`src/rtl/mlse_static_config.svh`:
```
`ifndef MLSE_STATIC_CONFIG_SVH
`define MLSE_STATIC_CONFIG_SVH

// width of one branch value, energies are twice this
`define MLSE_B_WIDTH 8

// symbols decided per clock
`define MLSE_B_LEN 2

// surviving states presented by the trellis
`define MLSE_N_S 7

// global decided-symbol history length
`define MLSE_SH_DEPTH 12

// channel estimate taps and tap width
`define MLSE_CHAN_DEPTH 8
`define MLSE_CHAN_WIDTH 8

`endif

```
`src/rtl/mlse_static_pkg.sv`:
```
`include "mlse_static_config.svh"

package mlse_static_pkg;

    // decided symbol alphabet, two's complement coded
    typedef enum logic signed [1:0] {
        sym_minus = 2'b11,
        sym_zero  = 2'b00,
        sym_plus  = 2'b01
    } symbol_t;

    // accumulated path energy
    typedef logic [2*`MLSE_B_WIDTH-1:0] energy_t;

    // rse values, static values and their sums
    typedef logic signed [`MLSE_B_WIDTH-1:0] branch_val_t;

    // one estimated channel tap
    typedef logic signed [`MLSE_CHAN_WIDTH-1:0] tap_t;

    // index of a surviving state
    typedef logic [$clog2(`MLSE_N_S)-1:0] state_idx_t;

endpackage

```
`src/rtl/static_select_unit.sv`:
```
`timescale 1ns/1ps

`include "mlse_static_config.svh"

module static_select_unit (
    input  mlse_static_pkg::energy_t state_energies [`MLSE_N_S-1:0],
    input  mlse_static_pkg::symbol_t state_histories [`MLSE_N_S-1:0][`MLSE_B_LEN-1:0],

    output mlse_static_pkg::energy_t best_state_energy,
    output mlse_static_pkg::symbol_t best_state_history [`MLSE_B_LEN-1:0]
);

    // running minimum along the compare-select chain
    mlse_static_pkg::energy_t   run_energy [`MLSE_N_S-1:0];
    mlse_static_pkg::state_idx_t run_idx   [`MLSE_N_S-1:0];

    assign run_energy[0] = state_energies[0];
    assign run_idx[0]    = '0;

    genvar s;
    generate
        for (s = 1; s < `MLSE_N_S; s += 1) begin : g_cmp
            logic take;

            // strict less-than keeps the lower index on a tie
            assign take = state_energies[s] < run_energy[s-1];

            assign run_energy[s] = take ? state_energies[s] : run_energy[s-1];
            assign run_idx[s]    = take ? mlse_static_pkg::state_idx_t'(s) : run_idx[s-1];
        end
    endgenerate

    assign best_state_energy = run_energy[`MLSE_N_S-1];

    // symbol vector of the winning state
    genvar b;
    generate
        for (b = 0; b < `MLSE_B_LEN; b += 1) begin : g_hist
            assign best_state_history[b] = state_histories[run_idx[`MLSE_N_S-1]][b];
        end
    endgenerate

endmodule

```
`src/rtl/conv_unit.sv`:
```
`timescale 1ns/1ps

`include "mlse_static_config.svh"

module conv_unit (
    input  mlse_static_pkg::symbol_t    global_static_history [`MLSE_SH_DEPTH-1:0],
    input  mlse_static_pkg::tap_t       est_channel [`MLSE_CHAN_DEPTH-1:0],

    output mlse_static_pkg::branch_val_t static_val [`MLSE_B_LEN-1:0]
);

    // room for a full-scale sum of all taps plus one negated minimum tap
    localparam integer ACC_WIDTH = `MLSE_CHAN_WIDTH + $clog2(`MLSE_CHAN_DEPTH) + 1;

    logic signed [ACC_WIDTH-1:0] term [`MLSE_B_LEN-1:0][`MLSE_CHAN_DEPTH-1:0];

    genvar j, k;
    generate
        for (j = 0; j < `MLSE_B_LEN; j += 1) begin : g_branch
            logic signed [ACC_WIDTH-1:0] acc;

            for (k = 0; k < `MLSE_CHAN_DEPTH; k += 1) begin : g_tap
                if (j + `MLSE_B_LEN + k < `MLSE_SH_DEPTH) begin : g_live
                    logic signed [ACC_WIDTH-1:0] tap_ext;

                    assign tap_ext = ACC_WIDTH'(est_channel[k]);

                    // symbol is -1, 0 or +1 so the product is negate, pass or zero
                    assign term[j][k] =
                        (global_static_history[j+`MLSE_B_LEN+k] == mlse_static_pkg::sym_plus)
                            ? tap_ext :
                        (global_static_history[j+`MLSE_B_LEN+k] == mlse_static_pkg::sym_minus)
                            ? -tap_ext : '0;
                end else begin : g_past_end
                    // slot beyond the history counts as zero
                    assign term[j][k] = '0;
                end
            end

            always_comb begin
                acc = '0;
                for (int t = 0; t < `MLSE_CHAN_DEPTH; t += 1) begin
                    acc = acc + term[j][t];
                end
            end

            // only the final truncation wraps
            assign static_val[j] = mlse_static_pkg::branch_val_t'(acc);
        end
    endgenerate

endmodule

```
`src/rtl/static_history_unit.sv`:
```
`timescale 1ns/1ps

`include "mlse_static_config.svh"

module static_history_unit (
    input  logic                        clk,
    input  logic                        rst_n,

    input  mlse_static_pkg::energy_t    best_state_energy,
    input  mlse_static_pkg::symbol_t    best_state_history [`MLSE_B_LEN-1:0],
    input  mlse_static_pkg::branch_val_t static_val [`MLSE_B_LEN-1:0],
    input  mlse_static_pkg::branch_val_t rse_vals [`MLSE_B_LEN-1:0],

    output mlse_static_pkg::symbol_t    global_static_history [`MLSE_SH_DEPTH-1:0],
    output mlse_static_pkg::symbol_t    final_symbols [`MLSE_B_LEN-1:0],
    output mlse_static_pkg::branch_val_t precomputed_static_val [`MLSE_B_LEN-1:0],
    output mlse_static_pkg::energy_t    global_static_energy
);

    // slot 0 holds the newest symbol, each clock moves everything B_LEN slots older
    always_ff @(posedge clk) begin
        if (!rst_n) begin
            for (int i = 0; i < `MLSE_SH_DEPTH; i += 1) begin
                global_static_history[i] <= mlse_static_pkg::sym_zero;
            end
            global_static_energy <= '0;
        end else begin
            for (int i = `MLSE_B_LEN; i < `MLSE_SH_DEPTH; i += 1) begin
                global_static_history[i] <= global_static_history[i-`MLSE_B_LEN];
            end
            for (int i = 0; i < `MLSE_B_LEN; i += 1) begin
                global_static_history[i] <= best_state_history[i];
            end
            global_static_energy <= best_state_energy;
        end
    end

    genvar b;
    generate
        for (b = 0; b < `MLSE_B_LEN; b += 1) begin : g_out
            assign final_symbols[b] = global_static_history[b];

            // interference of decided symbols plus received-sample estimate, wrapped
            assign precomputed_static_val[b] =
                mlse_static_pkg::branch_val_t'(static_val[b] + rse_vals[b]);
        end
    endgenerate

endmodule

```
`src/rtl/global_static_unit.sv`:
```
`timescale 1ns/1ps

`include "mlse_static_config.svh"

module global_static_unit (
    input  logic                        clk,
    input  logic                        rst_n,

    input  mlse_static_pkg::energy_t    state_energies [`MLSE_N_S-1:0],
    input  mlse_static_pkg::symbol_t    state_histories [`MLSE_N_S-1:0][`MLSE_B_LEN-1:0],
    input  mlse_static_pkg::tap_t       est_channel [`MLSE_CHAN_DEPTH-1:0],
    input  mlse_static_pkg::branch_val_t rse_vals [`MLSE_B_LEN-1:0],

    output mlse_static_pkg::symbol_t    final_symbols [`MLSE_B_LEN-1:0],
    output mlse_static_pkg::branch_val_t precomputed_static_val [`MLSE_B_LEN-1:0],
    output mlse_static_pkg::energy_t    global_static_energy
);

    mlse_static_pkg::energy_t    best_state_energy;
    mlse_static_pkg::symbol_t    best_state_history [`MLSE_B_LEN-1:0];
    mlse_static_pkg::symbol_t    global_static_history [`MLSE_SH_DEPTH-1:0];
    mlse_static_pkg::branch_val_t static_val [`MLSE_B_LEN-1:0];

    // decode
    static_select_unit ssu_i (
        .state_energies     (state_energies),
        .state_histories    (state_histories),
        .best_state_energy  (best_state_energy),
        .best_state_history (best_state_history)
    );

    // execute
    conv_unit conv_i (
        .global_static_history (global_static_history),
        .est_channel           (est_channel),
        .static_val            (static_val)
    );

    // result, holds all registered state
    static_history_unit shu_i (
        .clk                    (clk),
        .rst_n                  (rst_n),
        .best_state_energy      (best_state_energy),
        .best_state_history     (best_state_history),
        .static_val             (static_val),
        .rse_vals               (rse_vals),
        .global_static_history  (global_static_history),
        .final_symbols          (final_symbols),
        .precomputed_static_val (precomputed_static_val),
        .global_static_energy   (global_static_energy)
    );

endmodule

```
`config.mk`:
```
export PLATFORM = sky130hd
export DESIGN_NAME = global_static_unit
export DESIGN_NICKNAME = d
export VERILOG_FILES = /design/src/rtl/mlse_static_pkg.sv /design/src/rtl/static_select_unit.sv /design/src/rtl/conv_unit.sv /design/src/rtl/static_history_unit.sv /design/src/rtl/global_static_unit.sv
export VERILOG_INCLUDE_DIRS = /design/src /design/src/rtl
export SDC_FILE = /design/constraint.sdc
export NUM_CORES = 1
export LEC_CHECK = 0
export BUFFER_PORTS_ARGS = -buffer_cell sky130_fd_sc_hd__buf_2
export CORE_ASPECT_RATIO = 0.75
export CORE_MARGIN = 1.5
export CORE_UTILIZATION = 35
export CTS_CLUSTER_DIAMETER = 30
export CTS_CLUSTER_SIZE = 20
export DETAILED_ROUTE_END_ITERATION = 10
export PLACE_DENSITY_LB_ADDON = 0.2
export SLEW_MARGIN = 10
export SYNTH_ARGS = -nofsm -noshare
export SYNTH_HDL_FRONTEND = slang
export SYNTH_SLANG_ARGS = --single-unit
export TNS_END_PERCENT = 50
```
`constraint.sdc`:
```
create_clock -name clk -period 14.5 [get_ports clk]
set_input_delay 0.725 -clock clk [delete_from_list [all_inputs] [get_ports clk]]
set_output_delay 0.725 -clock clk [all_outputs]
set_load 0.02 [all_outputs]
```
**Word-level counts from Yosys, hierarchy flattened**

Cells that the tools add are included.

- Muxes and demuxes: 46
- Equal/unequal tests: 18
- Add/subtract/negate cells: 24
- Order comparisons: 7

Operator list:

| kind | number |
|---|---|
| $mux 8 | 32 |
| $add 8x8->8 | 16 |
| $lt 16x16->1 | 6 |
| $mux 16 | 6 |
| $neg 8->8 | 8 |
| $eq 2x1->1 const B | 9 |
| $eq 2x2->1 const B | 9 |
| $mux 3 | 5 |
| $bmux 4 s3 | 1 |
| $lt 3x4->1 const B | 1 |
| $mux 4 | 1 |
| $mux 1 | 1 |

- Output and inout port bits: 36
- Word-level logic and storage cells: 107
- Input bits: 222
- Register bits after elaboration: 38

**Depth between registers and ports, before layout**

- Depth after elaboration: 14
- Depth in mapped cells: 69
- Depth with buffers taken out: 63

**Cells and area by module**

A second synthesis with hierarchy kept.

- Cell total of the unflattened synthesis: 1400
- Area, all modules: 11024.3 um^2

By module, submodules not included:

| module | times used | area each (um^2) | cells each | sequential area each (um^2) |
|---|---|---|---|---|
| conv_unit | 1 | 5121.2 | 648 | 0.0 |
| static_select_unit | 1 | 4187.8 | 582 | 0.0 |
| static_history_unit | 1 | 1715.4 | 170 | 800.8 |

**Least setup slack after synthesis**

Ideal clock, no wire load.

- Kind: input -> register
- From: in state_energies[1] in the netlist's numbering
- To: reg shu_i.global_static_energy[14]
- Arrival: 13.757 ns
- Slack: 0.600 ns
- Stages on the path: 66
- Setup time: 0.143 ns
- Path buffers: 8
- Required time: 14.357 ns
- Cells stage by stage: inv_1 -> ha_1 -> a2111o_1 -> a32oi_2 -> and3_1 -> buf_6 -> buf_1 -> mux2i_1 -> ha_1 -> nand4_1 -> nor4_1 -> and3_1 -> nor3_1 -> mux2_4 -> nand2_1 -> clkbuf_1 -> nor2_1 -> a21oi_1 -> [30 not listed] -> nand2b_1 -> a221oi_1 -> inv_1 -> nor2_1 -> buf_2 -> nor2_1 -> a21oi_1 -> ha_1 -> a21o_1 -> a21o_1 -> a21oi_1 -> nor2_1 -> a211oi_1 -> o311ai_2 -> buf_4 -> buf_4 -> nor2_1 -> a211oi_2

- Word-level cells in the longest chain between the ends: 12

RTL lines:

| item | RTL line | RTL |
|---|---|---|
| from (decl) | global_static_unit.sv:9 | `` input mlse_static_pkg::energy_t state_energies [`MLSE_N_S-1:0], `` |
| $lt 16x16->1 | static_select_unit.sv:26 | `assign take = state_energies[s] < run_energy[s-1];` |
| $mux 16 * | static_select_unit.sv:28 | `assign run_energy[s] = take ? state_energies[s] : run_energy[s-1];` |
| $lt 16x16->1 | static_select_unit.sv:26 |  |
| $mux 16 * | static_select_unit.sv:28 |  |
| $lt 16x16->1 | static_select_unit.sv:26 |  |
| $mux 16 * | static_select_unit.sv:28 |  |
| $lt 16x16->1 | static_select_unit.sv:26 |  |
| $mux 16 * | static_select_unit.sv:28 |  |
| $lt 16x16->1 | static_select_unit.sv:26 |  |
| $mux 16 * | static_select_unit.sv:28 |  |
| $lt 16x16->1 | static_select_unit.sv:26 |  |
| $mux 16 * | static_select_unit.sv:28 |  |
| to (signal assigned) | static_history_unit.sv:34 | `global_static_energy <= best_state_energy;` |
| to (decl) | static_history_unit.sv:17 | `output mlse_static_pkg::energy_t global_static_energy` |

Mark *: on every way between the ends. The rest lies on a longest branch, timed or not.
A chain may end at the register's enable or synchronous reset.

**Final worst setup path**

- From: in state_energies[1] in the netlist's numbering
- To: reg shu_i.global_static_history, in the netlist shu_i.final_symbols[2]

- Word-level cells in the longest chain between the ends: 14
- Elaborated cells on any way between the ends: 19
- Classes of those cells: order compare: 6; mux: 13

RTL lines:

| item | RTL line | RTL |
|---|---|---|
| $lt 16x16->1 | static_select_unit.sv:26 |  |
| $mux 16 | static_select_unit.sv:28 |  |
| $lt 16x16->1 | static_select_unit.sv:26 |  |
| $mux 16 | static_select_unit.sv:28 |  |
| $lt 16x16->1 | static_select_unit.sv:26 |  |
| $mux 16 | static_select_unit.sv:28 |  |
| $lt 16x16->1 | static_select_unit.sv:26 |  |
| $mux 16 | static_select_unit.sv:28 |  |
| $lt 16x16->1 | static_select_unit.sv:26 |  |
| $mux 16 | static_select_unit.sv:28 |  |
| $lt 16x16->1 | static_select_unit.sv:26 |  |
| $mux 3 * | static_select_unit.sv:29 | `assign run_idx[s] = take ? mlse_static_pkg::state_idx_t'(s) : run_idx[s-1];` |
| $bmux 4 s3 * | static_select_unit.sv:39 | `` assign best_state_history[b] = state_histories[run_idx[`MLSE_N_S-1]][b]; `` |
| $mux 4 * | n/a |  |
| to (signal, indexed assignment) | static_history_unit.sv:24 | `global_static_history[i] <= mlse_static_pkg::sym_zero;` |
| to (signal, indexed assignment) | static_history_unit.sv:29 | `` global_static_history[i] <= global_static_history[i-`MLSE_B_LEN]; `` |
| to (signal, indexed assignment) | static_history_unit.sv:32 | `global_static_history[i] <= best_state_history[i];` |
| to (decl) | static_history_unit.sv:14 | `` output mlse_static_pkg::symbol_t global_static_history [`MLSE_SH_DEPTH-1:0], `` |

Mark *: on every way between the ends. The rest lies on a longest branch, timed or not. The select of a mux whose other input is x is not followed.

==> results.cfg <==
[run_status]
status = complete, no violations

[synthesis]
syn_avg_cell_area_um2 = 7.76
synth.top_cell.area_share = 0.174
yosys.area_share.adder = 0.308
synth_top_cells_by_area = fa_1 17%, ha_1 13%, xnor2_1 11%
netlist_instances = 1333
ys_seq_area_frac = 0.0736
synth.largest_area_cell = fa_1
muxShareOfSynthArea = 0.0537
synth.top_cells.by_count = 223 x nand2_1, 157 x inv_1, 133 x xnor2_1
synth_top_family_by_area = adder cells
syn-num-nets = 1752
yosys.area_share.simple = 0.226
synth_seq_cells = 38
yosysMostFrequentCell = nand2_1
synth_xor_xnor_area_share = 0.116
synth_cell_type_count = 76
ys.flop_type = dfxtp_1
netlist_area_mm2 = 0.0103
yosysWarnings = 0
synth-edff-count = 0
synthArstFlopShare = 0
synth-compound-area-share = 0.144

[global_route]
grt_pass1_wl_mm = 56.0
antenna_found_initial = 6
gr-usage-all-layers = 0.234
grt-ovfl-total = 0
grt_pass1_vias = 9649
grt_max_degree = 38

[layout]
fillers = 2998
stdcell_area_mm2 = 0.0123
drive_above_1_share = 0.225
nets = 1982
syn2layout_area_growth_pct = 18.9

[routing]
antenna_left = 0
drc = 0
wirelength_mm = 36.1
avgRoutedWirePerCell_um = 18.4
dr_total_vias = 9923
drt_iter0_drc = 675
viasPerCell = 5.07
firstDrtPassIters = 5

[clock_network]
cts-root-buf = clkbuf_16
htreeDepth = 2
cts.sinks = 38
cts_buffers = 5
cts_max_path_buffers = 2
cts_tree = done
clkTransAtPathRegs_ps = 60
clock_latency_ps = 280

[critical_path]
path_buf_inv = 13
cpMostUsedCell = ha_1
arrival_ps = 13700
crit_type = in2reg
end_kind = flip-flop
cpLargestDelayFamily = compound AO/OA/AOI/OAI gates
critPathMaxFanout = 33
crit_path_start_kind = input pin
required_ps = 14650
critical_path.max_stage_delay_ps = 490
crit_path_top_delay_cell = mux2i_1

[sta]
finalCritPeriodShare = 0.935
hold_violations = 0
layout_setup_ws_ps = 948
setup_viol = 0
fmax_mhz = 73.8
finalClockSkew_ps = 4.06
worst_slew_pin_slew_ps = 724
layout_min_cycle_time_ps = 13550
drv_slew = 0
finalSetupTns_ps = 0
slew_headroom = 0.511

[place]
gp_congestion = 0.958
port_buffers = 257
place_ws_ps = -111
dp_hpwl_mm = 31.4
place_area_mm2 = 0.0120

[floorplanning]
ioPinCount = 258
core_mm2 = 0.0291
fp.dieW_um = 201
row_count = 54
dieArea_mm2 = 0.0306
die_height_um = 152
start_util = 0.356

[power]
power_per_cell_area_mw_per_mm2 = 124
leakage_nw = 5.68
ir_drop_mv = 0.0829

[hold_path]
hold_path_class = reg2reg

[flow_run]
maxCapViolCount = 0
## report_power, final
part           switching [mW]  internal (mW)  leakage, nW
sequential             0.0354          0.135        0.314
clock                  0.0439         0.0622       0.0695
combinational           0.738          0.507         5.30
## sequential cells by signal, summed over array words and instances (netlist names)
| name | flops |
|---|---|
| shu_i.global_static_history | 18 |
| shu_i.global_static_energy | 16 |
| shu_i.final_symbols | 4 |
## path summary, 6_finish.rpt
check | startpoint | slack (ps) | endpoint | depth (start not counted)
setup / recovery | state_energies[1] | 950 | shu_i.final_symbols[2] | 64
setup reg to reg | shu_i.global_static_history[14] | 13430 | shu_i.global_static_history[18] | 1
hold reg to reg | shu_i.final_symbols[1] | 460 | shu_i.global_static_history[5] | 1
hold / removal | shu_i.final_symbols[1] | 460 | shu_i.global_static_history[5] | 1
## area by class of cell
| cell class | count | area [um2] | area share |
|---|---|---|---|
| Antenna cell | 3 | 7.51 | 0.000610 |
| Multi-Input combinational cell | 1089 | 8880 | 0.722 |
| Tap cell | 392 | 490 | 0.0399 |
| Clock inverter | 2 | 10.0 | 0.000814 |
| Clock buffer | 5 | 125 | 0.0102 |
| Timing Repair Buffer | 271 | 1430 | 0.116 |
| Sequential cell | 38 | 761 | 0.0619 |
| Inverter | 158 | 593 | 0.0482 |
## per-layer routing
metal,track usage,routed length (um)
met5,0,35
met4,0.0220,255
met3,0.0596,3060
met2,0.326,13900
met1,0.368,18800
## stage by stage
| stage | hold slack (ps) | std cells | total power [mW] | util |
|---|---|---|---|---|
| floorplan | 436 | 1333 | 1.04 | - |
| global placement | 462 | 1946 | 1.38 | 0.414 |
| detailed placement | 461 | 1946 | 1.38 | 0.414 |
| CTS | 475 | 1953 | 1.50 | 0.418 |
| global route | 486 | 1956 | 1.68 | 0.423 |
| finish | 462 | 1958 | 1.52 | 0.423 |
## what timing repair did
| item | 4_1_cts | 5_1_grt |
|---|---|---|
| hold buffers | 0 | 0 |
| setup endpoints to repair | 0 | 20 |
| buffers inserted | 0 | 2 |
| resized for setup | 0 | 28 |
## layout by cell type, fill, tap and decap left out, types with 6 or more instances in the layout
cell and n:
a211oi_2 17, a21o_1 21, a21oi_1 61, a31oi_1 8, and2_1 55, buf_2 257
buf_4 10, dfxtp_1 38, fa_1 90, ha_1 107, inv_1 157, mux2_2 14
mux2i_1 29, mux2i_2 7, nand2_1 223, nand2b_1 26, nand3_1 16, nand4_1 20
nor2_1 76, nor2b_1 7, nor3_1 10, o21a_1 6, o21ai_0 31, or3_1 33
xnor2_1 133
## kinds of logic after synthesis
group                      after synthesis
buffers and inverters                  206
adders and majority gates              201
DFF                                     38
xor gates and xnor gates               137
AOI/OAI and AO/OA                      206
muxes                                   52
and+or+nand+nor                        493
Power figures use the tool's default switching activity.
